File: config.mk
export PLATFORM = sky130hd
export DESIGN_NAME = prefetch_buffer
export DESIGN_NICKNAME = d
export VERILOG_FILES = /design/src/rtl/fetch_types_pkg.sv /design/src/rtl/wb_bus_pkg.sv /design/src/rtl/prefetch_buffer.sv
export SDC_FILE = /design/constraint.sdc
export NUM_CORES = 1
export LEC_CHECK = 0
export BUFFER_PORTS_ARGS = -buffer_cell sky130_fd_sc_hd__buf_2
export CAP_MARGIN = 0
export CORE_AREA = 3 3 166 168
export CTS_CLUSTER_SIZE = 16
export DETAILED_ROUTE_END_ITERATION = 10
export DIE_AREA = 0 0 169 171
export PLACE_DENSITY_LB_ADDON = 0.08
export SLEW_MARGIN = 20
export SYNTH_ARGS = -nofsm -noshare
export SYNTH_HDL_FRONTEND = slang
export SYNTH_SLANG_ARGS = --single-unit
File: constraint.sdc
create_clock -name clk -period 1.3 [get_ports clk]
set_input_delay 0.195 -clock clk [delete_from_list [all_inputs] [get_ports clk]]
set_output_delay 0.195 -clock clk [all_outputs]
set_load 0.01 [all_outputs]
File: src/rtl/fetch_types_pkg.sv
package fetch_types_pkg;

    // ----------------------------------------------------------------------
    // Processor side geometry
    // ----------------------------------------------------------------------

    // One processor data word.
    typedef logic [15:0] word_t;

    // Words in one cache line.
    localparam int WORDS_PER_LINE = 8;

    // Word address with the three word-offset bits dropped.
    typedef logic [11:0] line_addr_t;

    // Whole line with word 0 in the low bits.
    typedef logic [WORDS_PER_LINE*$bits(word_t)-1:0] line_t;

    // ----------------------------------------------------------------------
    // Sequential access predictor
    // ----------------------------------------------------------------------

    // Saturating confidence value.
    typedef logic [1:0] pred_count_t;

    // Prediction holds at or above this confidence.
    localparam pred_count_t PRED_THRESHOLD = 2'd2;

endpackage : fetch_types_pkg

File: src/rtl/wb_bus_pkg.sv
package wb_bus_pkg;

    import fetch_types_pkg::*;

    // ----------------------------------------------------------------------
    // Wishbone classic with one whole line per cycle
    // ----------------------------------------------------------------------

    // Master to slave.
    typedef struct packed {
        logic       cyc;
        logic       stb;
        logic       we;
        line_addr_t adr;
        line_t      dat;
    } wb_req_t;

    // Slave to master.
    // Read data is valid only while ack is high.
    typedef struct packed {
        logic  ack;
        line_t dat;
    } wb_rsp_t;

endpackage : wb_bus_pkg

File: src/rtl/prefetch_buffer.sv
`timescale 1ns/1ns

module prefetch_buffer
    import fetch_types_pkg::*, wb_bus_pkg::*;
(
    input  logic       clk,
    input  logic       i_reset,

    input  logic       i_load,
    input  line_addr_t i_load_addr,
    input  line_t      i_load_line,

    // Data port traffic seen by the buffer.
    input  wb_req_t    i_snoop_req,
    input  logic       i_snoop_ack,

    output logic       o_valid,
    output line_addr_t o_addr,
    output line_t      o_line
);

    logic       valid_q;
    line_addr_t addr_q;
    line_t      line_q;
    logic       snoop_hit;

    // A completed data write to the held line makes it stale.
    assign snoop_hit = i_snoop_req.cyc & i_snoop_req.stb & i_snoop_req.we &
                       i_snoop_ack & (i_snoop_req.adr == addr_q);

    always_ff @(posedge clk) begin
        if (i_reset) begin
            valid_q <= 1'b0;
        end else if (i_load) begin
            valid_q <= 1'b1;
        end else if (snoop_hit) begin
            valid_q <= 1'b0;
        end
    end

    always_ff @(posedge clk) begin
        if (i_load) begin
            addr_q <= i_load_addr;
            line_q <= i_load_line;
        end
    end

    assign o_valid = valid_q;
    assign o_addr  = addr_q;
    assign o_line  = line_q;

endmodule : prefetch_buffer

Yosys cells after proc, flatten, opt, wreduce, memory -nomap -nowiden

Cells that the tools add are included.

Equal/unequal tests: 1
Mux-type cells: 2
Bitwise operators: 4
Reduce and logical (&&, ||, !) cells: 1

Operators with widths:

| cell               | count |
|---|---|
| 12-bit == test     | 1 |
| 1-bit AND          | 4 |
| 1-bit 2-to-1 mux   | 2 |
| 2-bit nonzero test | 1 |

Flip-flop bits (word level): 141
Output and inout port bits: 141

Depth between registers and ports, before layout

Word-level depth: 6
Depth in mapped cells: 4

Worst setup path after synthesis

OpenSTA, ideal clock, no wires.

Path type: reg-to-reg
From: register addr_q[1], in the netlist o_addr[1]
To: register valid_q, in the netlist o_valid
Library setup time: 0.129 ns
Arrival time: 0.958 ns
Path slack: 0.213 ns
Stages on the path, launching flop included: 4
Clock period less this slack: 1.087 ns
Cells stage by stage: edfxtp_1 > xor2_1 > nor4_1 > a31oi_1

Longest elaborated chain between the ends: 3

Ends and longest elaborated chain:

| item                                | RTL line              | source |
|---|---|---|
| from (decl)                         | prefetch_buffer.sv:23 | `line_addr_t addr_q;` |
| from (signal assigned)              | prefetch_buffer.sv:43 | `addr_q <= i_load_addr;` |
| 12-bit == test                      | prefetch_buffer.sv:29 | `i_snoop_ack & (i_snoop_req.adr == addr_q);` |
| 1-bit AND                           | prefetch_buffer.sv:29 |  |
| 2-bit nonzero test (no source line) | n/a                   |  |
| to (signal assigned)                | prefetch_buffer.sv:33 | `valid_q <= 1'b0;` |
| to (signal assigned)                | prefetch_buffer.sv:35 | `valid_q <= 1'b1;` |
| to (signal assigned)                | prefetch_buffer.sv:37 | `valid_q <= 1'b0;` |
| to (decl)                           | prefetch_buffer.sv:22 | `logic valid_q;` |

No other way between the ends.
A chain may end at the register's enable or synchronous reset.

Worst setup path after layout

From: register addr_q[11], in the netlist o_addr[11]
To: register valid_q, in the netlist o_valid

Same word-level chain as after synthesis.

==> tab_implementation.tex <==
\begin{tabular}{lr}
\hline
Metric & Value \\
\hline
\multicolumn{2}{l}{\textbf{Die}} \\
\quad Die Area & 28900 um2 \\
\quad Boundary pin count & 428 \\
\quad Core area & 26100 um2 \\
\quad Starting Density & 16.8\% \\
\quad Placement row count & 59 \\
\quad Height of the chip & 171 um \\
\quad Die width & 169 um \\
\multicolumn{2}{l}{\textbf{Routing}} \\
\quad \# DRC & 0 \\
\quad Final Routed Wirelength & 14100 um \\
\quad Routed WL per cell & 14.6 um \\
\quad DR pass1 iterations & 4 \\
\quad Via count & 3330 \\
\quad Via density & 3.44 \\
\quad 1st-iter DRT viols & 96 \\
\quad Routed Antenna Nets & 0 \\
\multicolumn{2}{l}{\textbf{Finish}} \\
\quad Count of placed standard cells in the final layout, fillers left out & 969 \\
\quad Reg area & 4220 um2 \\
\quad Nets & 909 \\
\quad Multi-input logic area & 155 um2 \\
\quad Area Overhead vs Synth & 93.2\% \\
\quad Inserted Diodes & 0 \\
\quad Fraction of final layout cells sized beyond drive strength 1 & 52.5\% \\
\quad Filler cell count & 2634 \\
\multicolumn{2}{l}{\textbf{STA}} \\
\quad Slew headroom & 78.6\% \\
\quad Final TNS setup & 0 ps \\
\quad Peak clock frequency supported by timing & 839 MHz \\
\quad Final hold vios & 0 \\
\quad Pins over their slew limit & 0 \\
\quad Final clock skew & 8.20 ps \\
\quad Crit path time final & 1190 ps \\
\quad Unrepaired setup endpoints after global routing & false \\
\quad Number of setup violations in the final report & 0 \\
\quad Final cycle utilization of the critical path & 91.7\% \\
\quad Worst Tran Pin Value & 318 ps \\
\multicolumn{2}{l}{\textbf{GRT}} \\
\quad Global-route total usage across every layer & 9.54\% \\
\quad Via count of the first global-routing pass & 3665 \\
\quad Busiest layer in global routing & met2 \\
\quad Global routing met1 resource utilization & 10.9\% \\
\quad First-pass GRT wire length & 21000 um \\
\quad Grt met3 use & 3.93\% \\
\quad Total congestion overflow after global routing & 0 \\
\quad Initial antenna violation count & 0 \\
\quad Met2 layer usage reported by global route & 16.0\% \\
\quad Pin count of the biggest net entering global routing & 38 \\
\multicolumn{2}{l}{\textbf{Setup path}} \\
\quad CP max stage cell & sky130\_fd\_sc\_hd\_\_edfxtp\_1 \\
\quad Category of the worst setup path capture point & flop \\
\quad Crit Path Category & reg2reg \\
\quad Arrival time at the worst endpoint & 1470 ps \\
\quad Launch instance of the worst register-to-register path & o\_addr[11]\$\_DFFE\_PP\_ \\
\quad Cell-by-cell listing of the critical path & xor2\_1 > nor4\_1 > a31oi\_1 \\
\quad CP required & 1580 ps \\
\quad Critical path launch point type & flop \\
\quad Launch point of the critical path & o\_addr[11]\$\_DFFE\_PP\_ \\
\quad Worst stage delay on the critical path & 420 ps \\
\quad Largest fanout of any net on the critical path & 2 \\
\multicolumn{2}{l}{\textbf{Min path}} \\
\quad Min-Delay Startpoint & i\_reset \\
\quad Hold WC Path Type & in2reg \\
\multicolumn{2}{l}{\textbf{Flow run}} \\
\quad Max Cap Violations & 0 \\
\multicolumn{2}{l}{\textbf{Synth}} \\
\quad Synth top area share & 96.1\% \\
\quad Part of the Yosys area used for sequential elements & 96.6\% \\
\quad Leading post-synthesis cells by cell area & sky130\_fd\_sc\_hd\_\_edfxtp\_1, sky130\_fd\_sc\_hd\_\_xor2\_1, sky130\_fd\_sc\_hd\_\_xnor2\_1 \\
\quad Number of library cell types mapped by synthesis & 9 \\
\quad Synthesis Warnings & 0 \\
\quad Number of synthesized register bits & 141 \\
\quad Synthesized area divided by synthesized cell count & 27.3 um2 \\
\quad Library cell occupying the most area in the post-synthesis netlist & sky130\_fd\_sc\_hd\_\_edfxtp\_1 \\
\quad Post-synth net total & 447 \\
\quad Number of instances in the synthesized netlist & 160 \\
\quad Mapped cell area & 4370 um2 \\
\multicolumn{2}{l}{\textbf{Power and ir drop}} \\
\quad Cell Pwr Density & 1460 nW/um2 \\
\quad Leakage power of the design & 3.55 nW \\
\quad Peak ir drop on the vdd network & 0.550 mV \\
\multicolumn{2}{l}{\textbf{Placed design}} \\
\quad Number of I/O port buffers & 299 \\
\quad Final weighted congestion in routability-driven placement & 0.795 \\
\quad Post-Place Cells & 798 \\
\quad HPWL reported at the end of detailed placement & 10200 um \\
\multicolumn{2}{l}{\textbf{CTS}} \\
\quad Sinks on the clock net & 141 \\
\quad Post-CTS repair timing setup buffer count & 0 \\
\quad H-tree levels & 4 \\
\quad Clock-pin slew of the registers on the worst-case setup and hold paths & 60 ps \\
\quad TritonCTS clock tree & built \\
\quad Insertion delay of the later-clocked pin in the worst-skew pair & 410 ps \\
\quad Root Buffer & sky130\_fd\_sc\_hd\_\_clkbuf\_16 \\
\quad TritonCTS buffer count & 17 \\
\quad Worst-case clock buffer depth & 2 \\
\multicolumn{2}{l}{\textbf{Run status}} \\
\quad Status & complete, no violations \\
\hline
\end{tabular}
-- final cells by class --
class / count / share of cell area (%)
clock buffers: 18 / 5.08
clock inverters: 13 / 2.81
multi-input cells: 19 / 1.84
flip-flops and latches: 141 / 50.0
well taps: 335 / 4.96
repair buffers: 443 / 35.3
-- report_power, final --
part	total [mW]	switching (mW)	internal (mW)
clock network	5.54	1.92	3.62
logic	1.31	0.596	0.716
registers	5.49	0.0955	5.40
-- final timing paths --
check                                             to  slack [ps]  cells past startpoint
worst max-delay path            o_valid$_SDFFE_PP0P_         110                      3
worst min-delay path            o_valid$_SDFFE_PP0P_          50                      3
worst max register to register  o_valid$_SDFFE_PP0P_         110                      3
worst min register to register  o_valid$_SDFFE_PP0P_         510                      2
-- flip-flops by register name, indices dropped and copies added (netlist names) --
signal and count:
o_addr 12, o_line 128, o_valid 1
-- cell usage after synthesis (all sizes together) --
cell and number:
nand4 2, xor2 8, nor4 2, dfxtp 1, a31oi 1, edfxtp 140, nor3 1, xnor2 4
o21bai 1
-- metal layers --
metal  vias to the layer above  wire (um)
met5                         -          0
met4                         0        272
met3                        12       1310
met2                       175       6980
met1                      1572       5560
li1                       1571          -
-- logic make-up after synthesis --
group,count (synthesis),share of synthesized area [%]
simple gates,5,0.686
flops,141,96.6
compound gates,2,0.315
xor+xnor,12,2.40
-- timing repair --
item                                   4_1_cts  5_1_grt
setup endpoints to repair                    0        1
gates resized for setup                      0        1
hold buffers                               140        0
endpoints found under the hold margin      140        0
-- critical path: cells and delay by family, from the launching register on --
family / cells / cell delay (ps)
DFF: 1 / 420
xor gates and xnor gates: 1 / 180
and+or+nand+nor: 1 / 330
AOI/OAI and AO/OA: 1 / 120
-- metrics by stage --
stage | utilization [%] | setup slack, ps | power (mW) | instance area [um2] | hold WS, ps
final | 32.4 | 108 | 12.3 | 8450 | 51.0
after global routing | 32.4 | 18.4 | 12.9 | 8450 | 45.1
after CTS | 32.4 | 50.6 | 12.6 | 8440 | 26.0
after detailed placement | 24.5 | 68.2 | 6.59 | 6370 | 373
after global placement | 24.5 | 61.6 | 6.59 | 6370 | 371
after floorplan | - | 213 | 5.84 | 4370 | 294
-- cells in the final DEF, fill, tap and decap left out --
cell / synthesis / final
sky130_fd_sc_hd__buf_2: 0 / 298
sky130_fd_sc_hd__dlygate4sd3_1: 0 / 140
sky130_fd_sc_hd__edfxtp_1: 140 / 140
sky130_fd_sc_hd__clkbuf_16: 0 / 17
sky130_fd_sc_hd__xor2_1: 8 / 8
sky130_fd_sc_hd__bufinv_16: 0 / 6
sky130_fd_sc_hd__xnor2_1: 4 / 4
sky130_fd_sc_hd__buf_12: 0 / 4
sky130_fd_sc_hd__nand4_1: 2 / 2
sky130_fd_sc_hd__inv_6: 0 / 2
sky130_fd_sc_hd__clkinv_4: 0 / 2
sky130_fd_sc_hd__nor3_1: 1 / 1
sky130_fd_sc_hd__nor4_2: 0 / 1
sky130_fd_sc_hd__nor4_1: 2 / 1
sky130_fd_sc_hd__o21bai_1: 1 / 1
sky130_fd_sc_hd__a31oi_1: 1 / 1
sky130_fd_sc_hd__clkinvlp_4: 0 / 1
sky130_fd_sc_hd__clkinv_1: 0 / 1
sky130_fd_sc_hd__inv_8: 0 / 1
sky130_fd_sc_hd__clkbuf_1: 0 / 1
sky130_fd_sc_hd__buf_6: 0 / 1
sky130_fd_sc_hd__dfxtp_1: 1 / 1
Power figures use the tool's default switching activity.
