===== config.mk =====
export PLATFORM = sky130hd
export DESIGN_NAME = l2_arbiter
export DESIGN_NICKNAME = d
export VERILOG_FILES = /design/src/rtl/fetch_types_pkg.sv /design/src/rtl/wb_bus_pkg.sv /design/src/rtl/l2_arbiter.sv
export SDC_FILE = /design/constraint.sdc
export NUM_CORES = 1
export LEC_CHECK = 0
export BUFFER_PORTS_ARGS = -buffer_cell sky130_fd_sc_hd__buf_2
export CAP_MARGIN = 40
export CORE_AREA = 2 2 322 324
export CTS_CLUSTER_DIAMETER = 80
export DETAILED_ROUTE_END_ITERATION = 6
export DIE_AREA = 0 0 324 326
export GPL_TIMING_DRIVEN = 0
export MAX_ROUTING_LAYER = met4
export PLACE_DENSITY = 0.3
export SETUP_SLACK_MARGIN = 0.2
export SYNTH_ARGS = -nofsm -noshare
export SYNTH_HDL_FRONTEND = slang
export SYNTH_SLANG_ARGS = --single-unit

===== constraint.sdc =====
create_clock -name clk -period 1.85 [get_ports clk]
set_input_delay 0.37 -clock clk [delete_from_list [all_inputs] [get_ports clk]]
set_output_delay 0.37 -clock clk [all_outputs]
set_load 0.02 [all_outputs]

===== src/rtl/fetch_types_pkg.sv =====
package fetch_types_pkg;

    // ----------------------------------------------------------------------
    // Processor side geometry
    // ----------------------------------------------------------------------

    // One processor data word.
    typedef logic [15:0] word_t;

    // Words in one cache line.
    localparam int WORDS_PER_LINE = 8;

    // Word address with the three word-offset bits dropped.
    typedef logic [11:0] line_addr_t;

    // Whole line with word 0 in the low bits.
    typedef logic [WORDS_PER_LINE*$bits(word_t)-1:0] line_t;

    // ----------------------------------------------------------------------
    // Sequential access predictor
    // ----------------------------------------------------------------------

    // Saturating confidence value.
    typedef logic [1:0] pred_count_t;

    // Prediction holds at or above this confidence.
    localparam pred_count_t PRED_THRESHOLD = 2'd2;

endpackage : fetch_types_pkg


===== src/rtl/wb_bus_pkg.sv =====
package wb_bus_pkg;

    import fetch_types_pkg::*;

    // ----------------------------------------------------------------------
    // Wishbone classic with one whole line per cycle
    // ----------------------------------------------------------------------

    // Master to slave.
    typedef struct packed {
        logic       cyc;
        logic       stb;
        logic       we;
        line_addr_t adr;
        line_t      dat;
    } wb_req_t;

    // Slave to master.
    // Read data is valid only while ack is high.
    typedef struct packed {
        logic  ack;
        line_t dat;
    } wb_rsp_t;

endpackage : wb_bus_pkg


===== src/rtl/l2_arbiter.sv =====
`timescale 1ns/1ns

module l2_arbiter
    import wb_bus_pkg::*;
(
    input  logic    clk,
    input  logic    i_reset,

    input  wb_req_t i_if_req,
    output wb_rsp_t o_if_rsp,

    input  wb_req_t i_data_req,
    output wb_rsp_t o_data_rsp,

    output wb_req_t o_mem_req,
    input  wb_rsp_t i_mem_rsp
);

    typedef enum logic [1:0] {
        idle,
        grant_if,
        grant_data
    } state_t;

    state_t state;
    logic   last_data_q;
    logic   if_pending;
    logic   data_pending;

    assign if_pending   = i_if_req.cyc & i_if_req.stb;
    assign data_pending = i_data_req.cyc & i_data_req.stb;

    // ----------------------------------------------------------------------
    // Round-robin grant decision
    // ----------------------------------------------------------------------

    always_ff @(posedge clk) begin
        if (i_reset) begin
            state       <= idle;
            last_data_q <= 1'b1;
        end else begin
            case (state)
                idle: begin
                    if (if_pending && (!data_pending || last_data_q)) begin
                        state       <= grant_if;
                        last_data_q <= 1'b0;
                    end else if (data_pending) begin
                        state       <= grant_data;
                        last_data_q <= 1'b1;
                    end
                end
                grant_if, grant_data: begin
                    // Owner keeps the memory until its ack.
                    if (i_mem_rsp.ack) begin
                        state <= idle;
                    end
                end
                default: state <= idle;
            endcase
        end
    end

    // ----------------------------------------------------------------------
    // Routing
    // ----------------------------------------------------------------------

    always_comb begin
        o_mem_req  = '0;
        o_if_rsp   = '0;
        o_data_rsp = '0;
        case (state)
            grant_if: begin
                o_mem_req = i_if_req;
                o_if_rsp  = i_mem_rsp;
            end
            grant_data: begin
                o_mem_req  = i_data_req;
                o_data_rsp = i_mem_rsp;
            end
            default: ;
        endcase
    end

endmodule : l2_arbiter


; After elaboration in Yosys (flattened, before gate mapping)
; Index checks and enable logic that the tools add are counted.
[op_classes]
eq_ne = 4
muxes = 9
bitwise_logic = 2
reduce_logical = 8
[op_table]
columns = operator, count
row1 = case mux 143 bit (2 select lines), 1
row2 = two-way mux 129 bit, 2
row3 = two-way mux 2 bit, 3
row4 = case mux 2 bit (2 select lines), 1
row5 = AND reduction 2 bit, 2
row6 = inequality test 3 bit (second input constant), 1
row7 = bitwise AND 1 bit, 2
row8 = == test 2 x 1 -> 1 bit (second input constant), 1
row9 = == test 2 bit (second input constant), 1
row10 = zero test 2 bit, 1
row11 = two-way mux 1 bit, 2
row12 = inequality test 2 bit (second input constant), 1
row13 = nonzero test 2 bit, 1
row14 = OR reduction 2 bit, 1
row15 = logical AND 1 bit, 1
row16 = zero test 1 bit, 1
row17 = logical OR 1 bit, 1
[totals]
reg_bits = 3
inputBits = 417
elab_cells = 25

; Depth between registers and ports, before layout
; Gate-level depths: netlist of run 1.
[logic_depth]
ltp_word = 6
mapped_depth = 7

; Worst setup path after synthesis of run 1
; Ideal clock, no wire load.
[synth_timing]
path_kind = reg2out
startpoint = reg state[0]
endpoint = out o_mem_req[100] (netlist bit)
arrival_time_ns = 1.479
required_ns = 1.480
path_slack_ns = 0.001
stages_incl_launch_ff = 7
cell_sequence = dfxtp_1 inv_1 ha_1 buf_4 buf_6 clkbuf_1 nor2b_1
[synth_lines]
columns = element, line_no
row1 = start: declaration, l2_arbiter.sv:25  ; state_t state;
row2 = start signal: assignment, l2_arbiter.sv:39  ; state <= idle;
row3 = start signal: assignment, l2_arbiter.sv:45  ; state <= grant_if;
row4 = start signal: assignment, l2_arbiter.sv:48  ; state <= grant_data;
row5 = end: declaration, l2_arbiter.sv:15  ; output wb_req_t o_mem_req,

==> reports/qor.yml, run 1 <==
sta:
  relSlewSlack: 0.674
  fin_ws_ns: -0.496
  fin_worst_skew_ns: 0.00239
  hold_viol: 0
  rsz0062_at_grt: "true"
  period_share: 1.27
  clock.fmax_mhz: 426
  drv_slew: 0
  fin_tns_setup_ns: -109.63
  setup_viol: 401
  worstMarginPinSlew_ns: 0.489
  min_period_ns: 2.35
synth:
  synth_cell_type_count: 18
  syn_inst: 646
  ys_ff_latch: 3
  syn-cell-area_sq_um: 4210
  synth_area_per_cell_sq_um: 6.52
  synth.top_cell.area_share: 0.386
  ys_seq_area_frac: 0.0143
  synth_nets: 1066
  yosysWarnings: 0
  yosysTopAreaCell: "and2_1"
  yosys-top-cells-area: "and2_1, a22oi_1, nor2b_1"
finish:
  nets: 1961
  seq_area_sq_um: 67.6
  drive_above_1_share: 0.894
  areaGrowthSynthToFinish_pct: 254
  multi_input_area_sq_um: 5220
  filler_cell_count: 11800
setup_path:
  crit_required_ns: 1.48
  worstReg2RegStart: "state[0]"
  timing.critical_path.from_type: "flop"
  critPathLaunch: "state[1]"
  cp_max_fo: 6
  critPathCaptureType: "output port"
  path_class: "reg2out"
  arrival_ns: 1.98
drt:
  drt_iter0_markers: 232
  finalWirelength_um: 60400
  first_pass_iters: 4
  drtAntennaViolNets: 0
  routedWlPerCell_um: 20.6
  vias: 8498
  drc: 0
  via_per_inst: 2.90
grt:
  grt_overflow: 0
  antenna_found_initial: 7
  grtUsageMet2: 0.169
  grt_pass1_vias: 8188
  grt_max_degree: 12
  grt.met3_usage: 0.0183
  busiest_layer: "met2"
  grt_usage: 0.103
  use_met1: 0.133
  grt_pass1_wl_um: 71500
clock_network:
  cts-root-buf: "clkbuf_16"
  clock_path_buffers: 2
  cts.hold.buffers_added: 0
  clk_pin_slew_worst_paths_ns: 0.03
  cts_sinks: 3
  clk_latency_ns: 0.22
  numCtsBuffers: 3
  cts_max_level: 1
  tritoncts: "done"
floorplanning:
  die_w_um: 324
  core_sq_um: 103000
  die_area_sq_um: 106000
  fp-row-count: 118
  initial_utilization: 0.0411
  ios: 818
  die_y_um: 326
power:
  irDropWorstVdd_mv: 0.242
  finalPower_mw: 4.68
  power_leakage_nw: 6.54
  pwr_density_cell_nw_per_um2: 314
placement:
  place.gp.congestion: 0.812
  dp_hpwl_um: 50900
  io_buffers: 817
run_status:
  violations: "setup timing"
  status: "finished with violations"
flow_run:
  drv_cap: 0
worst_hold_path:
  hp-class: "in2reg"
  min-delay-start: "i_reset"
## per-stage QoR
stage,worst slack [ns],cell area (sq um),hold WS [ns],cells,utilization
floorplan,0.0898,4680,0.439,646,-
global route,-0.543,14900,0.365,2925,0.145
global placement,-1.35,10500,0.540,2843,0.102
CTS,-0.529,11900,0.352,2865,0.116
detailed placement,-0.967,10500,0.528,2845,0.103
finish,-0.496,14900,0.356,2931,0.145
## cell type report
type,count,share of cell area
Clock buffer,4,0.00528
Inverter,3,0.00109
Multi-Input combinational cell,564,0.350
Timing Repair Buffer,890,0.446
Tap cell,1380,0.116
Sequential cell,3,0.00453
Antenna cell,11,0.00185
Buffer,76,0.0751
## cells in the mapped netlist (all sizes together)
master,instances
and2,260
a22oi,144
nor2b,144
clkbuf,40
buf,36
nand2,4
dfxtp,3
ha,3
inv,3
a31oi,2
nand3,2
o2111ai,2
a21oi,1
a311o,1
nand2b,1
## per-layer routing
layer,vias to the layer above,share of wire
met2,458,0.47
met5,-,0
met3,39,0.063
met4,0,0.023
li1,3995,-
met1,4006,0.44
## kinds of logic after synthesis
kind of cell	synth area share
simple gates	0.607
fa+ha+maj	0.00891
flops	0.0143
buf+inv	0.102
compound gates	0.267
## cells in the final DEF (no fill, tap or decap), types with 2 or more instances in the layout
master / synthesis / final
nor2b_4: 0 / 25
clkbuf_8: 0 / 4
buf_8: 0 / 23
buf_12: 0 / 29
clkbuf_4: 0 / 7
ha_4: 0 / 2
dfxtp_4: 0 / 2
buf_4: 9 / 113
nand2_1: 4 / 4
nor2b_2: 0 / 118
a22oi_2: 0 / 138
and2_1: 260 / 140
a31oi_1: 2 / 2
o2111ai_1: 2 / 2
clkbuf_16: 0 / 21
a22oi_1: 144 / 6
nand3_1: 2 / 2
buf_6: 9 / 228
diode_2: 0 / 11
inv_4: 0 / 2
buf_2: 18 / 537
buf_16: 0 / 7
and2_4: 0 / 120
## critical path, stage by stage, from the launching register on
cell and delay, ns:
dfxtp_4 0.37, inv_4 0.05, ha_4 0.19, buf_12 0.16, buf_12 0.14, buf_12 0.15
a22oi_2 0.42, nor2b_2 0.10, buf_6 0.16
## what timing repair did
item / CTS / global route
setup buffers: 11 / 39
cloned: 5 / 17
pin swaps: 20 / 22
setup endpoints to repair: 401 / 401
resized for setup: 316 / 790
## flip-flops by register name, summed over array words and instances, names as in the netlist
name,flops
last_data_q,1
state,2
## path summary, 6_finish.rpt
check / slack [ns] / depth (start not counted) / endpoint
worst min register to register: 0.57 / 2 / last_data_q
worst min-delay path: 0.36 / 2 / state[0]
worst max-delay path: -0.50 / 8 / o_mem_req[139]
worst max register to register: 0.36 / 7 / state[0]
## power breakdown
part           leakage [nW]  total (mW)  internal (mW)  switching (mW)
clock                0.0382       0.343          0.284          0.0584
sequential           0.0261      0.0780         0.0704         0.00765
combinational          6.48        4.26           2.13            2.13
total                  6.54        4.68           2.48            2.19
Note: power is estimated with default switching activity, not from simulation.
==> run 2, diff against run 1 <==
Settings changed: BUFFER_PORTS_ARGS -buffer_cell sky130_fd_sc_hd__buf_2 to -buffer_cell sky130_fd_sc_hd__buf_4.
==> run 2 against run 1 <==
Compared with the run above: the flow still finishes with violations (setup timing); critical path depth rose by 1; register-to-register slack better by 0.02 ns; die area is the same; critical path type unchanged; largest cell class unchanged.
==> reports/qor.yml, run 2 (same netlist as run 1, synthesis figures left out) <==
run_status:
  status: "finished with violations"
  violations: "setup timing"
setup_path:
  crit_required_ns: 1.48
  r2r-end: "state[1]"
  reg2reg_depth: 7
  rrSetupSlack_ns: 0.38
  critPathLaunch: "state[1]"
  critPathCaptureType: "output port"
  timing.critical_path.from_type: "flop"
  arrival_ns: 1.93
  cp_max_fo: 6
  worstReg2RegStart: "state[0]"
  path_class: "reg2out"
power:
  power_leakage_nw: 6.93
  finalPower_mw: 5.17
  irDropWorstVdd_mv: 0.256
  pwr_density_cell_nw_per_um2: 315
floorplanning:
  die_area_sq_um: 106000
  ios: 818
  die_y_um: 326
  die_w_um: 324
  fp-row-count: 118
  initial_utilization: 0.0411
  core_sq_um: 103000
worst_hold_path:
  hp-class: "in2reg"
  min-delay-start: "i_reset"
  holdPathStages: 2
  min_to: "state[0]"
sta:
  whs_ns: 0.314
  fin_ws_ns: -0.452
  rsz0062_at_grt: "true"
  min_period_ns: 2.30
  period_share: 1.24
  worstMarginPinSlew_ns: 0.322
  hold_viol: 0
  clock.fmax_mhz: 434
  drv_slew: 0
  setup_viol: 401
  fin_worst_skew_ns: 0.000146
  relSlewSlack: 0.786
grt:
  grt_pass1_vias: 8938
  grt_pass1_wl_um: 77000
  grt_max_degree: 11
  grt_usage: 0.111
  grt_overflow: 0
  antenna_found_initial: 7
finish:
  filler_cell_count: 11700
  drive_above_1_share: 0.868
  regMostFlops: "state"
  layout_commonest_cell: "buf_4"
  final_cell_mix: "buf_4, buf_6, and2_1"
  areaGrowthSynthToFinish_pct: 290
  seq_area_sq_um: 67.6
  multi_input_area_sq_um: 5200
  nets: 1962
  largest_reg_flops: 2
  largestRegisters: "state (2), last_data_q (1)"
drt:
  drtAntennaViolNets: 0
  routedWlPerCell_um: 21.5
  drc: 0
  vias: 8611
  drt_iter0_markers: 176
  finalWirelength_um: 63000
  via_per_inst: 2.94
  first_pass_iters: 4
clock_network:
  clk_latency_ns: 0.23
  cts_sinks: 3
  cts.hold.buffers_added: 0
  cts-root-buf: "clkbuf_16"
  tritoncts: "done"
  numCtsBuffers: 3
  clk_pin_slew_worst_paths_ns: 0.03
  cts_max_level: 1
  clock_path_buffers: 2
placement:
  dp_hpwl_um: 53500
  io_buffers: 817
  place.gp.congestion: 0.842
flow_run:
  drv_cap: 0
-- run 2: repair_timing --
item | in CTS | in global routing
pin swaps | 23 | 18
cloned | 22 | 8
resized for setup | 565 | 156
endpoints found under the setup margin | 401 | 401
buffers inserted | 32 | 10
-- run 2: metrics by stage --
stage                     utilization  area, sq um  std cells  TNS [ns]  setup WS, ns
after floorplan                     -         4680        646         0        0.0898
after global placement          0.122        12500       2843   -174.29         -1.22
after detailed placement        0.123        12600       2846   -181.74        -0.958
after CTS                       0.152        15600       2904   -116.31        -0.492
after global routing            0.160        16400       2925   -126.56        -0.512
final                           0.160        16400       2929   -102.68        -0.452
-- run 2: worst max path at each step --
stage,endpoint,depth (start not counted)
CTS,o_mem_req[82],9
global placement,o_mem_req[140],7
floorplan,o_mem_req[100],6
finish,o_mem_req[126],9
detailed placement,o_mem_req[140],8
global route,o_mem_req[87],9
-- run 2: power breakdown --
part           switching (mW)  total [mW]  internal, mW
registers             0.00653      0.0768        0.0703
logic                    2.17        4.74          2.57
clock network          0.0667       0.352         0.285
total                    2.25        5.17          2.93
-- run 2: cell type report --
cell class / count / share of cell area
repair buffers: 892 / 0.493
multi-input cells: 564 / 0.317
well taps: 1380 / 0.105
plain buffers: 75 / 0.0735
clock buffers: 4 / 0.00480
flip-flops and latches: 3 / 0.00411
diodes: 8 / 0.00122
inverters: 3 / 0.000838
-- run 2: metal layers --
layer  global-route usage  routed length, um  up-vias
met5                    -                  0        -
met4               0.0251               1380        0
met3               0.0321               5520       37
met2                0.185              30400      488
met1                0.131              25700     4094
li1                     -                  -     3992
-- run 2: worst max-delay path, cell delays in order (launching register included) --
cell and delay (ns):
dfxtp_4 0.35, buf_6 0.12, ha_4 0.17, buf_12 0.15
buf_12 0.15, buf_6 0.13, buf_12 0.13, a22oi_2 0.26
nor2b_2 0.09, buf_6 0.14
==> run 3, diff against run 2 <==
Settings changed: ABC_AREA set to 1, CORE_AREA 2 2 322 324 to 2 2 321 323, CTS_CLUSTER_DIAMETER 80 to unset, DIE_AREA 0 0 324 326 to 0 0 323 325.
==> run 3 against run 2 <==
Compared with the run above: the run still ends with setup timing left; cell area down 3.9%; non-clock buffer count down 34; worst setup slack better by 0.14 ns; combinational power down 12%; clock power down 2%; synthesized cell count up 63%; sequential share of layout area about the same; sequential power up 2%; wire length up 0.16%; clock skew up 0.0015 ns; cell count up 12%; largest cell class unchanged; largest power group unchanged.
==> reports/qor.yml, run 3 <==
drt:
  routedWlPerCell_um: 19.2
  via_per_inst: 2.90
  vias: 9540
  drc: 0
  finalWirelength_um: 63100
  first_pass_iters: 5
  drt_iter0_markers: 343
  drtAntennaViolNets: 0
clock_network:
  tritoncts: "done"
  cts-root-buf: "clkbuf_16"
  cts_max_level: 1
  clk_latency_ns: 0.22
  cts_sinks: 3
  cts.hold.buffers_added: 0
  numCtsBuffers: 3
  clk_pin_slew_worst_paths_ns: 0.03
  clock_path_buffers: 2
finish:
  layout_commonest_cell: "buf_4"
  nets: 2334
  largestRegisters: "state (2), last_data_q (1)"
  largest_reg_flops: 2
  final_cell_mix: "buf_4, nand2_1, inv_1"
  regMostFlops: "state"
  drive_above_1_share: 0.608
  fin_cells: 3289
  final_area_sq_um: 15800
  areaGrowthSynthToFinish_pct: 250
  fin_util: 0.156
setup_path:
  critPathCaptureType: "output port"
  path_buf_inv: 5
  crit_required_ns: 1.48
  cp_cell_sequence: "inv_4 -> ha_4 -> inv_12 -> buf_16 -> buf_16 -> a21oi_4 -> buf_6"
  path_class: "reg2out"
  timing.critical_path.from_type: "flop"
  cp_common_cell: "buf_16"
  arrival_ns: 1.79
  path_delay_family: "buffers and inverters"
  cp_max_fo: 10
  cpMaxStageDelayCell: "dfxtp_4"
  slowest_delay_ns: 0.37
synth:
  yosys-top-cells-area: "nand2_1, inv_1, a21oi_1"
  synth_cell_type_count: 14
  synth_nets: 1471
  synth_edf_count: 0
  synth_area_per_cell_sq_um: 4.29
  synth.top_cell.area_share: 0.459
  ys_seq_area_frac: 0.0133
  syn-cell-area_sq_um: 4510
  synth_common_cells: "nand2_1, inv_1, a21oi_1, buf_2, buf_6"
  ys.flop_type: "dfxtp_1"
  yosysMostFrequentCell: "nand2_1"
  yosysWarnings: 0
  async_flop_share: 0
  syn_inst: 1051
  ys_ff_latch: 3
  yosysTopAreaCell: "nand2_1"
power:
  combPwrFrac: 0.908
  power_switching_share: 0.500
  power_leakage_nw: 8.57
  p_clk_frac: 0.075
  p_int_mw: 2.30
  p_sw_mw: 2.30
  seq_power_share: 0.017
  finalPower_mw: 4.60
  pwr_density_cell_nw_per_um2: 292
  irDropWorstVdd_mv: 0.315
grt:
  grt_overflow: 0
  grt_usage: 0.110
  grt_pass1_wl_um: 77500
  antenna_found_initial: 7
  grt_pass1_vias: 9366
  grt_max_degree: 11
sta:
  setup_viol: 388
  drv_slew: 0
  rsz0062_at_grt: "true"
  hold_viol: 0
  relSlewSlack: 0.804
  worstMarginPinSlew_ns: 0.293
  period_share: 1.17
  clock.fmax_mhz: 463
  fin_worst_skew_ns: 0.00170
  min_period_ns: 2.16
  fin_tns_setup_ns: -63.64
  fin_ws_ns: -0.310
floorplanning:
  ios: 818
  die_area_sq_um: 105000
  initial_utilization: 0.0445
  core_sq_um: 101000
  fp-row-count: 117
  die_w_um: 323
  die_y_um: 325
placement:
  post_dp_cell_area_sq_um: 12400
  io_buffers: 817
  dp.cells: 3237
  dp_hpwl_um: 52700
  place.gp.congestion: 0.840
run_status:
  status: "finished with violations"
  violations: "setup timing"
worst_hold_path:
  hp-class: "in2reg"
flow_run:
  drv_cap: 0
==> run 3: cells by family (layout without fill, tap and decap cells) <==
logic type | after synthesis | in the layout | share of synthesized area
AOI/OAI and AO/OA | 149 | 149 | 0.165
other | 0 | 8 | 0
DFF | 3 | 3 | 0.0133
and+or+nand+nor | 556 | 556 | 0.463
buffers and inverters | 340 | 1202 | 0.350
adders and majority gates | 3 | 3 | 0.00832
==> run 3: layout make-up <==
| type | instances | area (sq um) |
|---|---|---|
| inverter | 265 | 1020 |
| tap | 1368 | 1710 |
| antenna | 8 | 20.0 |
| clock buffer | 4 | 78.8 |
| multi-input combinational | 708 | 4190 |
| timing repair buffer | 858 | 7500 |
| sequential | 3 | 67.6 |
| fill | 11900 | 85500 |
| buffer | 75 | 1180 |
==> run 3: through the flow <==
stage                     worst slack (ns)  hold WS (ns)
final                               -0.310         0.320
after global routing                -0.355         0.329
after CTS                           -0.343         0.316
after detailed placement             -1.06         0.475
after global placement               -1.07         0.464
after floorplan                     0.0916         0.431
==> run 3: power groups by stage <==
stage                     registers [mW]  clock network [mW]  logic, mW
final                             0.0780               0.346       4.18
after global routing              0.0792               0.354       4.43
after CTS                         0.0780               0.350       3.78
after detailed placement          0.0757                   0       3.06
after global placement            0.0754                   0       3.06
after floorplan                   0.0744                   0       1.19
==> run 3: routing by layer <==
| metal | up-vias | global-route usage | routed length (um) |
|---|---|---|---|
| li1 | 4732 | - | - |
| met1 | 4320 | 0.137 | 27700 |
| met2 | 472 | 0.186 | 30100 |
| met3 | 16 | 0.0262 | 4880 |
| met4 | 0 | 0.00758 | 495 |
| met5 | - | - | 0 |
==> run 3: worst paths after layout <==
path                    start       endpoint  slack [ns]  cells past startpoint
setup reg to reg     state[1]       state[1]        0.53                      8
hold reg to reg   last_data_q    last_data_q        0.48                      2
hold / removal        i_reset       state[0]        0.32                      2
setup / recovery     state[1]  o_mem_req[70]       -0.31                      7
==> run 3: timing repair <==
| item | 4_1_cts | 5_1_grt |
|---|---|---|
| buffers inserted | 8 | 6 |
| cloned | 6 | 20 |
| pin swaps | 28 | 40 |
| setup endpoints to repair | 401 | 401 |
| resized for setup | 377 | 276 |
