[config.mk]
export PLATFORM = sky130hd
export DESIGN_NAME = sequential_predictor
export DESIGN_NICKNAME = d
export VERILOG_FILES = /design/src/rtl/fetch_types_pkg.sv /design/src/rtl/sequential_predictor.sv
export SDC_FILE = /design/constraint.sdc
export NUM_CORES = 1
export LEC_CHECK = 0
export ABC_AREA = 1
export ABC_CLOCK_PERIOD_IN_PS = 2250
export BUFFER_PORTS_ARGS = -buffer_cell sky130_fd_sc_hd__buf_2
export CAP_MARGIN = 20
export CORE_MARGIN = 3
export CORE_UTILIZATION = 50
export CTS_CLUSTER_SIZE = 16
export DETAILED_ROUTE_END_ITERATION = 10
export PLACE_DENSITY = 0.75
export SETUP_SLACK_MARGIN = 0.02
export SYNTH_ARGS = -nofsm -noshare
export SYNTH_HDL_FRONTEND = slang
export SYNTH_SLANG_ARGS = --single-unit
[constraint.sdc]
create_clock -name clk -period 2.25 [get_ports clk]
set_clock_uncertainty 0.2 [all_clocks]
set_input_delay 0.5625 -clock clk [delete_from_list [all_inputs] [get_ports clk]]
set_output_delay 0.5625 -clock clk [all_outputs]
set_load 0.01 [all_outputs]
[src/rtl/fetch_types_pkg.sv]
package fetch_types_pkg;

    // ----------------------------------------------------------------------
    // Processor side geometry
    // ----------------------------------------------------------------------

    // One processor data word.
    typedef logic [15:0] word_t;

    // Words in one cache line.
    localparam int WORDS_PER_LINE = 8;

    // Word address with the three word-offset bits dropped.
    typedef logic [11:0] line_addr_t;

    // Whole line with word 0 in the low bits.
    typedef logic [WORDS_PER_LINE*$bits(word_t)-1:0] line_t;

    // ----------------------------------------------------------------------
    // Sequential access predictor
    // ----------------------------------------------------------------------

    // Saturating confidence value.
    typedef logic [1:0] pred_count_t;

    // Prediction holds at or above this confidence.
    localparam pred_count_t PRED_THRESHOLD = 2'd2;

endpackage : fetch_types_pkg

[src/rtl/sequential_predictor.sv]
`timescale 1ns/1ns

module sequential_predictor
    import fetch_types_pkg::*;
(
    input  logic       clk,
    input  logic       i_reset,
    input  logic       i_access,
    input  line_addr_t i_addr,
    output logic       o_predict
);

    pred_count_t count_q;
    line_addr_t  last_addr_q;
    logic        last_valid_q;
    logic        is_next;

    assign is_next = last_valid_q & (i_addr == line_addr_t'(last_addr_q + 1'b1));

    always_ff @(posedge clk) begin
        if (i_reset) begin
            count_q      <= '0;
            last_valid_q <= 1'b0;
        end else if (i_access) begin
            last_valid_q <= 1'b1;
            if (!is_next) begin
                count_q <= '0;
            end else if (count_q != '1) begin
                count_q <= count_q + 1'b1;
            end
        end
    end

    // Last accessed line address.
    always_ff @(posedge clk) begin
        if (i_access) begin
            last_addr_q <= i_addr;
        end
    end

    assign o_predict = (count_q >= PRED_THRESHOLD);

endmodule : sequential_predictor

==> After elaboration in Yosys (flattened, before gate mapping) <==
Index checks and enable logic that the tools add are counted.
{ "totals": {"ff_bits": 15, "latch_bits": 0, "ram_bits": 0, "mem_bits_ro": 0, "output_inout_bits": 1, "wordCells": 13, "n_memories": 0} }
{ "classes": {"add_sub_neg": 2, "n_mul": 0, "div": 0, "magnitude_cmp": 1, "eq_ne": 3, "shifts": 0, "mux": 2, "bitwise": 1, "n_reduce_logical": 1} }
{ "ops": {"columns": ["op", "count"], "rows": [
  ["$add 12x1->12 const B", 1],
  ["$eq 12x12->1", 1],
  ["$mux 2", 2],
  ["$add 2x1->2 const B", 1],
  ["$ge 2x2->1 const B", 1],
  ["$ne 2x1->1 const B", 1],
  ["$ne 2x2->1 const B", 1],
  ["$reduce_and 2->1", 1],
  ["$and 1x1->1", 1]
]} }

==> Logic depth before layout (Yosys ltp) <==
Gate-level depths: netlist of the first run.
{ "logic_depth": {"word_depth": 5, "ltp_mapped": 13, "mapped_depth_nobuf": 13} }

==> Least setup slack after synthesis of the first run <==
Ideal clock, no wire load.
{ "synth_path": {"kind": "reg-to-reg", "start": "reg last_addr_q[0]", "end": "reg count_q[0]", "setup_time_ps": 115, "arrival_time_ps": 1531, "required_time_ps": 1935, "setup_slack_ps": 404, "stages_incl_launch_ff": 11, "n_path_buf": 0, "path_cell_list": "edfxtp_1 ha_1 inv_1 a21boi_0 nand3_1 nor2_1 nand3_2 nor2_4 nand4_4 a21oi_1 nor2_1"} }
{ "synth_between": {"elab_chain_len": 5, "elab_cells_between_ends": 6} }
{ "synth_lines": {"columns": ["item", "line", "rtl"], "rows": [
  ["start, declared", "sequential_predictor.sv:14", "line_addr_t last_addr_q;"],
  ["start signal, assigned", "sequential_predictor.sv:37", "last_addr_q <= i_addr;"],
  ["$add 12x1->12 (*)", "sequential_predictor.sv:18", "assign is_next = last_valid_q & (i_addr == line_addr_t'(last_addr_q + 1'b1));"],
  ["$eq 12x12->1 (*)", "sequential_predictor.sv:18", null],
  ["$and 1x1->1 (*)", "sequential_predictor.sv:18", null],
  ["$ne 2x1->1 (no source line)", null, null],
  ["$reduce_and 2->1 (no source line)", null, null],
  ["end signal, assigned", "sequential_predictor.sv:29", "count_q <= count_q + 1'b1;"],
  ["end, declared", "sequential_predictor.sv:13", "pred_count_t count_q;"]
]} }
Every way passes the cells marked *; elsewhere a longest branch is shown, timed or not.
A chain may end at the register's enable or synchronous reset.

==> Worst setup path after layout of the first run <==
{ "layout_path": {"start": "reg count_q[0]", "end": "out o_predict"} }
{ "layout_between": {"elab_chain_len": 1} }
{ "layout_lines": {"columns": ["item", "line", "rtl"], "rows": [
  ["$ge 2x2->1", "sequential_predictor.sv:41", "assign o_predict = (count_q >= PRED_THRESHOLD);"],
  ["end, declared", "sequential_predictor.sv:10", "output logic o_predict"]
]} }
Every way passes these cells.

==> results of run 1 <==
metal layers:
layer | global-route usage | vias up | wire [um]
li1 | - | 494 | -
met1 | 0.203 | 417 | 924
met2 | 0.287 | 13 | 958
met3 | 0.0370 | 2 | 61
met4 | 0.0851 | 0 | 8
met5 | 0 | - | 0
cells in the final DEF, fill, tap and decap left out:
| cell type | n |
|---|---|
| nand3_2 | 1 |
| inv_1 | 20 |
| nor2_1 | 12 |
| nand3_4 | 1 |
| dfxtp_1 | 3 |
| nand4_4 | 1 |
| nand4_1 | 3 |
| nand3b_1 | 2 |
| o21ai_0 | 1 |
| xnor2_1 | 2 |
| or2_2 | 2 |
| a21oi_1 | 2 |
| nand2_2 | 8 |
| ha_1 | 3 |
| xor2_1 | 4 |
| nor2_4 | 3 |
| inv_2 | 1 |
| nand2_1 | 43 |
| nor2_2 | 4 |
| nand3_1 | 13 |
| clkbuf_1 | 1 |
| clkbuf_4 | 3 |
| o21ai_2 | 1 |
| edfxtp_1 | 12 |
| buf_2 | 15 |
| a21boi_0 | 1 |
registers in the layout (all words and copies together) (netlist names):
| register | cells |
|---|---|
| last_addr_q | 12 |
| last_valid_q | 1 |
| count_q | 2 |
critical path, delay by kind of cell (launching register included):
kind	cells	cell delay, ns
DFF	1	0.37
and+or+nand+nor	1	0.27
buffers and inverters	2	0.21
adders and majority gates	1	0.20
cells in the mapped netlist (all sizes together):
library cell,count
a21boi,1
a21oi,2
dfxtp,3
edfxtp,12
ha,3
inv,21
nand2,51
nand3,15
nand3b,2
nand4,4
nor2,19
o21ai,2
or2,2
xnor2,2
xor2,4
power groups by stage:
stage	Combinational (mW)	Sequential [mW]	Clock (mW)
3_3_place_gp	0.141	0.348	0
4_1_cts	0.146	0.343	0.164
2_1_floorplan	0.106	0.344	0
6_report	0.144	0.343	0.151
3_5_place_dp	0.145	0.350	0
5_1_grt	0.166	0.347	0.178
layout make-up:
type,instances,area [um2]
Inverter,21,78.8
Multi-Input combinational cell,107,597
Fill cell,205,791
Timing Repair Buffer,15,75.1
Clock buffer,4,26.3
Sequential cell,15,420
Tap cell,27,33.8
worst max-delay path by stage:
stage	startpoint	to	slack, ns	cells after the start
global placement	last_addr_q[0]$_DFFE_PP_	count_q[1]$_SDFFE_PP0P_	0.30	10
floorplan	last_addr_q[0]$_DFFE_PP_	count_q[0]$_SDFFE_PP0P_	0.40	10
global route	last_addr_q[0]$_DFFE_PP_	count_q[1]$_SDFFE_PP0P_	0.03	10
CTS	count_q[0]$_SDFFE_PP0P_	o_predict	0.15	4
detailed placement	last_addr_q[0]$_DFFE_PP_	count_q[0]$_SDFFE_PP0P_	0.25	10
finish	count_q[0]$_SDFFE_PP0P_	o_predict	0.17	4
through the flow:
step                      setup WS [ns]  instance area, um2  hold slack, ns
after floorplan                   0.404                1100           0.232
after global placement            0.298                1200           0.257
final                             0.171                1230           0.241
after CTS                         0.150                1230           0.229
after global routing             0.0267                1230           0.220
after detailed placement          0.247                1200           0.257
kinds of logic (layout without fill, tap and decap cells):
family,after synthesis,count (layout),synth area share
AO/OA/AOI/OAI,5,5,0.0285
XOR/XNOR,6,6,0.0479
adder cells (fa/ha/maj),3,3,0.0343
buffers and inverters,21,40,0.0719
flip-flops,15,15,0.384
AND/OR/NAND/NOR,93,93,0.434
==> summary.txt, run 1 <==
Status
  • Status: finished, final reports clean

Floorplan
  • Die Y: 52.8 um
  • # rows: 16
  • Die W: 52.8 um
  • Core area: 2020 um2
  • Initial Utilization: 0.542
  • Die ar.: 2790 um2
  • Io pins: 16

STA
  • Tmin final: 2.08 ns
  • RSZ-0062 raised after global routing: no
  • Max Freq: 481 MHz
  • Worst slew pin tran: 0.367 ns
  • Count of pins over their slew limit: 0
  • Final setup viols: 0
  • Setup_tns: 0 ns
  • Rel. slew slack: 0.755
  • Hold Violations, Final: 0
  • Period utilization: 0.924

Power and ir drop
  • Clock Power Share: 0.237
  • Pleak: 0.607 nW
  • Power, Total: 0.638 mW
  • Max VDD drop: 0.340 mV
  • Seq pwr share: 0.537
  • P per Cell Area: 518 nW/um2
  • Combinational power share: 0.226
  • Psw: 0.190 mW
  • Switching Share: 0.297
  • P_int: 0.449 mW

Route
  • WL/cell: 10.3 um
  • First-pass DRT Iterations: 4
  • Vias/cell: 4.90
  • Via count: 926
  • WL final: 1950 um
  • Antenna Violating Nets Remaining: 0
  • Initial drt markers: 21
  • # DRC: 0

Placed design
  • Placer's final routability congestion estimate: 0.862
  • HPWL after detailed placement: 1590 um
  • Port Buffers: 15
  • # placed instances: 185

Worst setup path
  • Worst path slowest cell: dfxtp_1
  • R2R setup slack: 0.26 ns
  • Crit Path Class: reg2out
  • CP peak stage delay: 0.37 ns
  • Worst endpoint required time: 1.49 ns
  • Crit path cell chain: inv_1, ha_1, or2_2, buf_2
  • Worst r2r src: last_addr_q[0]$_DFFE_PP_
  • Crit end category: primary output
  • Critical Path Source Type: flip-flop
  • FF-to-FF End: count_q[0]$_SDFFE_PP0P_
  • Critical path arrival: 1.32 ns
  • R2R depth: 10
  • CP Max Fanout: 3

Worst hold path
  • Hold Crit Depth: 2
  • Worst min-delay path class: in2reg
  • HP Start: i_reset
  • WHS Endpoint: last_valid_q$_SDFFE_PP0P_

Global routing
  • Total track usage: 0.171
  • Number of global-route vias before repair: 890
  • Largest net degree at the start of global routing: 18
  • Global route total overflow: 0
  • First-pass GRT wire length: 3530 um
  • Initial antenna violation count: 0

Clock tree
  • TritonCTS buffer count: 3
  • Setup repair bufs after CTS: 0
  • Clock latency at the later pin of the worst-skew pair: 0.28 ns
  • CTS tree: done
  • H-tree depth: 1
  • PostCTS Resize Cnt: 0
  • Clock Tree Buf Depth: 2
  • CTS clk-pin slew, worst paths: 0.09 ns
  • Cts hold-fix bufs: 0
  • Clk sinks: 15
  • CTS Root Cell: clkbuf_4

Synth
  • Synth Warn #: 0
  • Top-area cell type share of the netlist area: 0.329
  • Post-Syn Nets: 161
  • Synth cell types: 23
  • Mean area per synthesized cell: 7.66 um2
  • Cell count after synthesis: 143
  • Synth area leaders: edfxtp_1 (33%), nand2_1 (15%), inv_1 (6.8%), nand3_1 (5.9%), dfxtp_1 (5.5%)
  • Seq/Total Area, Yosys: 0.384
  • Synth Register Bits: 15
  • Mapped Area: 1100 um2
  • Yosys top cell by area: edfxtp_1

Cells and area
  • Final #Nets: 181
  • Layout Utilization: 0.609
  • Ratio of cells with drive above 1 in the final layout: 0.247
  • Final std cells w/o fill: 189
  • Area growth syn-to-layout: 12.3%
  • N_diodes: 0

Job
  • MaxCap Viol Count: 0
No activity file was read; power rests on OpenSTA's default activity.
==> run 2: changes to the inputs <==
- ABC_CLOCK_PERIOD_IN_PS: 2250 -> 2200
- CTS_CLUSTER_DIAMETER: default -> 50
- clock period: 2.25 -> 2.2 ns (I/O delays scaled with it)
==> summary.txt, run 2 (synthesis gave the netlist of run 1 again) <==
Status
  • Status: finished, final reports clean (unchanged)

Worst setup path
  • Crit end category: primary output (unchanged)
  • Crit Path Class: reg2out (unchanged)
  • Critical Path Source Type: flip-flop (unchanged)
  • Worst endpoint required time: 1.45 ns (was 1.49 ns)
  • CP Max Fanout: 3 (unchanged)
  • Critical path arrival: 1.32 ns (about the same)
  • R2R depth: 10 (unchanged)

Power and ir drop
  • P per Cell Area: 532 nW/um2 (was 518 nW/um2)
  • Max VDD drop: 0.357 mV (was 0.340 mV)
  • Pleak: 0.612 nW (was 0.607 nW)

Floorplan
  • Die W: 52.8 um (unchanged)
  • Core area: 2020 um2 (unchanged)
  • Die ar.: 2790 um2 (unchanged)
  • Initial Utilization: 0.542 (unchanged)
  • Die Y: 52.8 um (unchanged)
  • Io pins: 16 (unchanged)
  • # rows: 16 (unchanged)

Route
  • Vias/cell: 4.87 (was 4.90)
  • First-pass DRT Iterations: 4 (unchanged)
  • Initial drt markers: 13 (was 21)
  • WL final: 1990 um (was 1950 um)
  • Antenna Violating Nets Remaining: 0 (unchanged)
  • WL/cell: 10.5 um (was 10.3 um)
  • # DRC: 0 (unchanged)
  • Via count: 925 (was 926)

Cells and area
  • Most common cell after layout, fill and taps aside: nand2_1 (unchanged)
  • Final #Nets: 182 (was 181)
  • Ratio of cells with drive above 1 in the final layout: 0.252 (was 0.247)
  • N_diodes: 0 (unchanged)
  • Largest register FFs: 12 (unchanged)
  • Top Registers: last_addr_q: 12 flops, count_q: 2 flops, last_valid_q: 1 flops (unchanged)
  • Most frequent cells in the layout: nand2_1 (43), inv_1 (20), buf_2 (15), nand3_1 (13) (unchanged)
  • Area growth syn-to-layout: 13.0% (was 12.3%)
  • Final instance area: 1240 um2 (was 1230 um2)
  • Largest Register: last_addr_q (unchanged)

STA
  • Setup_tns: 0 ns (unchanged)
  • RSZ-0062 raised after global routing: no (unchanged)
  • Rel. slew slack: 0.751 (was 0.755)
  • Final setup viols: 0 (unchanged)
  • Worst hold margin: 0.229 ns (was 0.241 ns)
  • Period utilization: 0.940
  • Count of pins over their slew limit: 0 (unchanged)
  • Worst slew pin tran: 0.374 ns (was 0.367 ns)
  • Hold Violations, Final: 0 (unchanged)
  • Worst Setup Slack, final: 0.131 ns (was 0.171 ns)
  • Max Freq: 483 MHz
  • Tmin final: 2.07 ns

Clock tree
  • PostCTS Resize Cnt: 0 (unchanged)
  • CTS tree: done (unchanged)
  • CTS clk-pin slew, worst paths: 0.09 ns (about the same)
  • Clock latency at the later pin of the worst-skew pair: 0.28 ns (about the same)
  • Clk sinks: 15 (unchanged)
  • H-tree depth: 1 (unchanged)
  • TritonCTS buffer count: 3 (unchanged)
  • CTS Root Cell: clkbuf_4 (unchanged)
  • Clock Tree Buf Depth: 2 (unchanged)

Placed design
  • Dpl cell area: 1200 um2 (unchanged)
  • Placer's final routability congestion estimate: 0.862 (unchanged)
  • Port Buffers: 15 (unchanged)
  • DP Worst Slack: 0.194 ns (was 0.247 ns)
  • HPWL after detailed placement: 1580 um (was 1590 um)

Global routing
  • First-pass GRT wire length: 3550 um (was 3530 um)
  • Total track usage: 0.173 (was 0.171)
  • Number of global-route vias before repair: 883 (was 890)
  • Global route total overflow: 0 (unchanged)
  • Largest net degree at the start of global routing: 18 (unchanged)
  • Initial antenna violation count: 0 (unchanged)

Worst hold path
  • Hold Crit Depth: 2 (unchanged)
  • Worst min-delay path class: in2reg (unchanged)

Job
  • MaxCap Viol Count: 0 (unchanged)
==> run 2: cell types whose count changed in the layout (fill, tap and decap cells not counted) <==
| cell | before | now |
|---|---|---|
| buf_4 | 0 | 1 |
==> run 2: stage by stage <==
| stage | util | power (mW) | instances |
|---|---|---|---|
| final | 0.613 | 0.659 | 190 |
| after global routing | 0.613 | 0.708 | 190 |
| after CTS | 0.609 | 0.667 | 189 |
| after detailed placement | 0.596 | 0.506 | 185 |
| after global placement | 0.596 | 0.501 | 185 |
| after floorplan | - | 0.460 | 143 |
==> run 2: final timing paths <==
kind	startpoint	to	slack (ns)
worst min register to register	last_valid_q$_SDFFE_PP0P_	last_valid_q$_SDFFE_PP0P_	0.27
worst max register to register	last_addr_q[1]$_DFFE_PP_	count_q[0]$_SDFFE_PP0P_	0.23
worst min-delay path	i_reset	last_valid_q$_SDFFE_PP0P_	0.23
worst max-delay path	count_q[0]$_SDFFE_PP0P_	o_predict	0.13
==> run 2: area by class of cell <==
class,instances,area [um2]
fillers,198,783
well taps,27,33.8
clock buffers,4,26.3
inverters,21,78.8
repair buffers,16,82.6
flip-flops and latches,15,420
multi-input cells,107,597
==> run 2: repair_timing <==
action | CTS | global route
setup endpoints to repair | 0 | 1
hold buffers | 0 | 0
buffers inserted | 0 | 1
==> run 2: worst max-delay path, cell delays in order (launching register included) <==
cell	delay, ns
dfxtp_1	0.37
inv_1	0.07
ha_1	0.20
or2_2	0.27
buf_2	0.14
==> run 2: report_power, final <==
| part | internal [mW] | total [mW] | leakage, nW | switching [mW] |
|---|---|---|---|---|
| registers | 0.330 | 0.350 | 0.142 | 0.0201 |
| logic | 0.0604 | 0.151 | 0.454 | 0.0909 |
| clock network | 0.0703 | 0.158 | 0.0150 | 0.0876 |
==> run 2: routing by layer <==
metal	track usage	wire length, um	vias up
met5	0	0	-
met4	0.0851	8	0
met3	0.0370	62	2
met2	0.281	956	12
met1	0.214	960	413
li1	-	-	498
==> run 3: changes to the inputs <==
- ABC_CLOCK_PERIOD_IN_PS: 2200 -> 2700
- PLACE_DENSITY: 0.75 -> 0.71
- clock period: 2.2 -> 2.7 ns (I/O delays scaled with it)
==> summary.txt, run 3 (synthesis gave the netlist of run 1 again) <==
Status
  • Status: finished, final reports clean (unchanged)

STA
  • RSZ-0062 raised after global routing: no (unchanged)
  • Hold Violations, Final: 0 (unchanged)
  • Max Freq: 459 MHz
  • Final setup viols: 0 (unchanged)
  • Period utilization: 0.806
  • Worst slew pin tran: 0.374 ns (about the same)
  • Tmin final: 2.18 ns
  • Setup_tns: 0 ns (unchanged)
  • Worst hold margin: 0.270 ns (was 0.229 ns)
  • Rel. slew slack: 0.750 (was 0.751)
  • Count of pins over their slew limit: 0 (unchanged)

Floorplan
  • Die W: 52.8 um (unchanged)
  • Initial Utilization: 0.542 (unchanged)
  • Die ar.: 2790 um2 (unchanged)
  • # rows: 16 (unchanged)
  • Die Y: 52.8 um (unchanged)
  • Core area: 2020 um2 (unchanged)
  • Io pins: 16 (unchanged)

Worst setup path
  • Worst path slowest cell: dfxtp_1 (unchanged)
  • FF-to-FF End: count_q[1]$_SDFFE_PP0P_ (was count_q[0]$_SDFFE_PP0P_)
  • Critical path arrival: 1.30 ns (was 1.32 ns)
  • Worst r2r src: last_addr_q[0]$_DFFE_PP_ (was last_addr_q[1]$_DFFE_PP_)
  • Crit path cell chain: inv_1, ha_1, or2_2, buf_2 (unchanged)
  • R2R setup slack: 0.63 ns (was 0.23 ns)
  • Crit end category: primary output (unchanged)
  • Crit Path Class: reg2out (unchanged)
  • CP peak stage delay: 0.37 ns (about the same)
  • R2R depth: 10 (unchanged)
  • CP Max Fanout: 3 (unchanged)
  • Critical Path Source Type: flip-flop (unchanged)
  • Worst endpoint required time: 1.82 ns (was 1.45 ns)

Cells and area
  • Ratio of cells with drive above 1 in the final layout: 0.247 (was 0.252)
  • Largest Register: last_addr_q (unchanged)
  • N_diodes: 0 (unchanged)
  • Top Registers: last_addr_q: 12 flops, count_q: 2 flops, last_valid_q: 1 flops (unchanged)
  • Final std cells w/o fill: 189 (was 190)
  • Multi-input logic area: 597 um2 (unchanged)
  • Most frequent cells in the layout: nand2_1 (43), inv_1 (20), buf_2 (15), nand3_1 (13) (unchanged)
  • Final instance area: 1230 um2 (was 1240 um2)
  • Fillers: 206 (was 198)
  • Area growth syn-to-layout: 12.3% (was 13.0%)
  • Most common cell after layout, fill and taps aside: nand2_1 (unchanged)
  • Sequential standard cell area: 420 um2 (unchanged)
  • Largest register FFs: 12 (unchanged)
  • Final #Nets: 181 (was 182)

Power and ir drop
  • P per Cell Area: 438 nW/um2 (was 532 nW/um2)
  • Switching Share: 0.307 (was 0.301)
  • Psw: 0.165 mW (was 0.199 mW)
  • Pleak: 0.607 nW (was 0.612 nW)
  • Combinational power share: 0.229 (was 0.230)
  • Seq pwr share: 0.530 (was 0.531)
  • Clock Power Share: 0.241 (was 0.240)
  • Power, Total: 0.539 mW (was 0.659 mW)
  • P_int: 0.374 mW (was 0.461 mW)
  • Max VDD drop: 0.235 mV (was 0.357 mV)

Clock tree
  • Clock latency at the later pin of the worst-skew pair: 0.28 ns (about the same)
  • PostCTS Resize Cnt: 0 (unchanged)
  • Clk sinks: 15 (unchanged)
  • Cts hold-fix bufs: 0 (unchanged)
  • Clock Tree Buf Depth: 2 (unchanged)
  • H-tree depth: 1 (unchanged)
  • CTS tree: done (unchanged)
  • CTS Root Cell: clkbuf_4 (unchanged)
  • Setup repair bufs after CTS: 0 (unchanged)
  • CTS clk-pin slew, worst paths: 0.09 ns (about the same)
  • TritonCTS buffer count: 3 (unchanged)

Global routing
  • Number of global-route vias before repair: 935 (was 883)
  • Total track usage: 0.188 (was 0.173)
  • First-pass GRT wire length: 3800 um (was 3550 um)
  • Largest net degree at the start of global routing: 18 (unchanged)
  • Initial antenna violation count: 0 (unchanged)
  • Global route total overflow: 0 (unchanged)

Placed design
  • Dpl cell area: 1200 um2 (unchanged)
  • # placed instances: 185 (unchanged)
  • HPWL after detailed placement: 1740 um (was 1580 um)
  • Port Buffers: 15 (unchanged)
  • Placer's final routability congestion estimate: 0.802 (was 0.862)

Worst hold path
  • WHS Endpoint: last_valid_q$_SDFFE_PP0P_ (unchanged)
  • Worst min-delay path class: reg2reg (was in2reg)
  • Hold Crit Depth: 2 (unchanged)
  • HP Start: last_valid_q$_SDFFE_PP0P_ (was i_reset)

Route
  • Vias/cell: 4.99 (was 4.87)
  • Initial drt markers: 35 (was 13)
  • # DRC: 0 (unchanged)
  • First-pass DRT Iterations: 5 (was 4)
  • WL/cell: 11.5 um (was 10.5 um)
  • Via count: 943 (was 925)
  • Antenna Violating Nets Remaining: 0 (unchanged)
  • WL final: 2170 um (was 1990 um)

Job
  • MaxCap Viol Count: 0 (unchanged)
## run 3: changes by cell type in the layout (fill, tap and decap cells not counted)
cell   previous run  this run
buf_4             1         0
## run 3: layout make-up
cell class	instances	share of cell area
Tap cell	27	0.0274
Sequential cell	15	0.341
Timing Repair Buffer	15	0.0610
Clock buffer	4	0.0213
Inverter	21	0.0640
Multi-Input combinational cell	107	0.485
## run 3: per-layer routing
metal  track usage  routed length [um]
met1         0.215                 934
met2         0.318                1080
met3        0.0342                 115
met4         0.115                  38
met5             0                   0
## run 3: power groups by stage
stage / clock network [mW] / logic (mW) / registers, mW
global placement: 0 / 0.118 / 0.290
finish: 0.130 / 0.123 / 0.286
detailed placement: 0 / 0.123 / 0.291
global route: 0.146 / 0.141 / 0.289
CTS: 0.140 / 0.124 / 0.286
floorplan: 0 / 0.0884 / 0.287
## run 3: how the worst max path moves through the flow
stage / start / end / slack (ns) / depth (start not counted)
global route: last_addr_q[0]$_DFFE_PP_ / count_q[0]$_SDFFE_PP0P_ / 0.43 / 11
floorplan: last_addr_q[0]$_DFFE_PP_ / count_q[0]$_SDFFE_PP0P_ / 0.85 / 10
CTS: count_q[0]$_SDFFE_PP0P_ / o_predict / 0.50 / 4
finish: count_q[0]$_SDFFE_PP0P_ / o_predict / 0.52 / 4
detailed placement: i_addr[0] / count_q[0]$_SDFFE_PP0P_ / 0.61 / 11
global placement: i_addr[1] / count_q[1]$_SDFFE_PP0P_ / 0.70 / 9
## run 3: critical path: cells and delay by family, from the launching register on
family | cells | cell delay [ns]
fa+ha+maj | 1 | 0.19
buf+inv | 2 | 0.21
flops | 1 | 0.37
simple gates | 1 | 0.26
## run 3: per-stage QoR
step,utilization,worst slack (ns)
CTS,0.609,0.503
floorplan,-,0.854
detailed placement,0.596,0.608
global route,0.609,0.434
global placement,0.596,0.701
finish,0.609,0.523
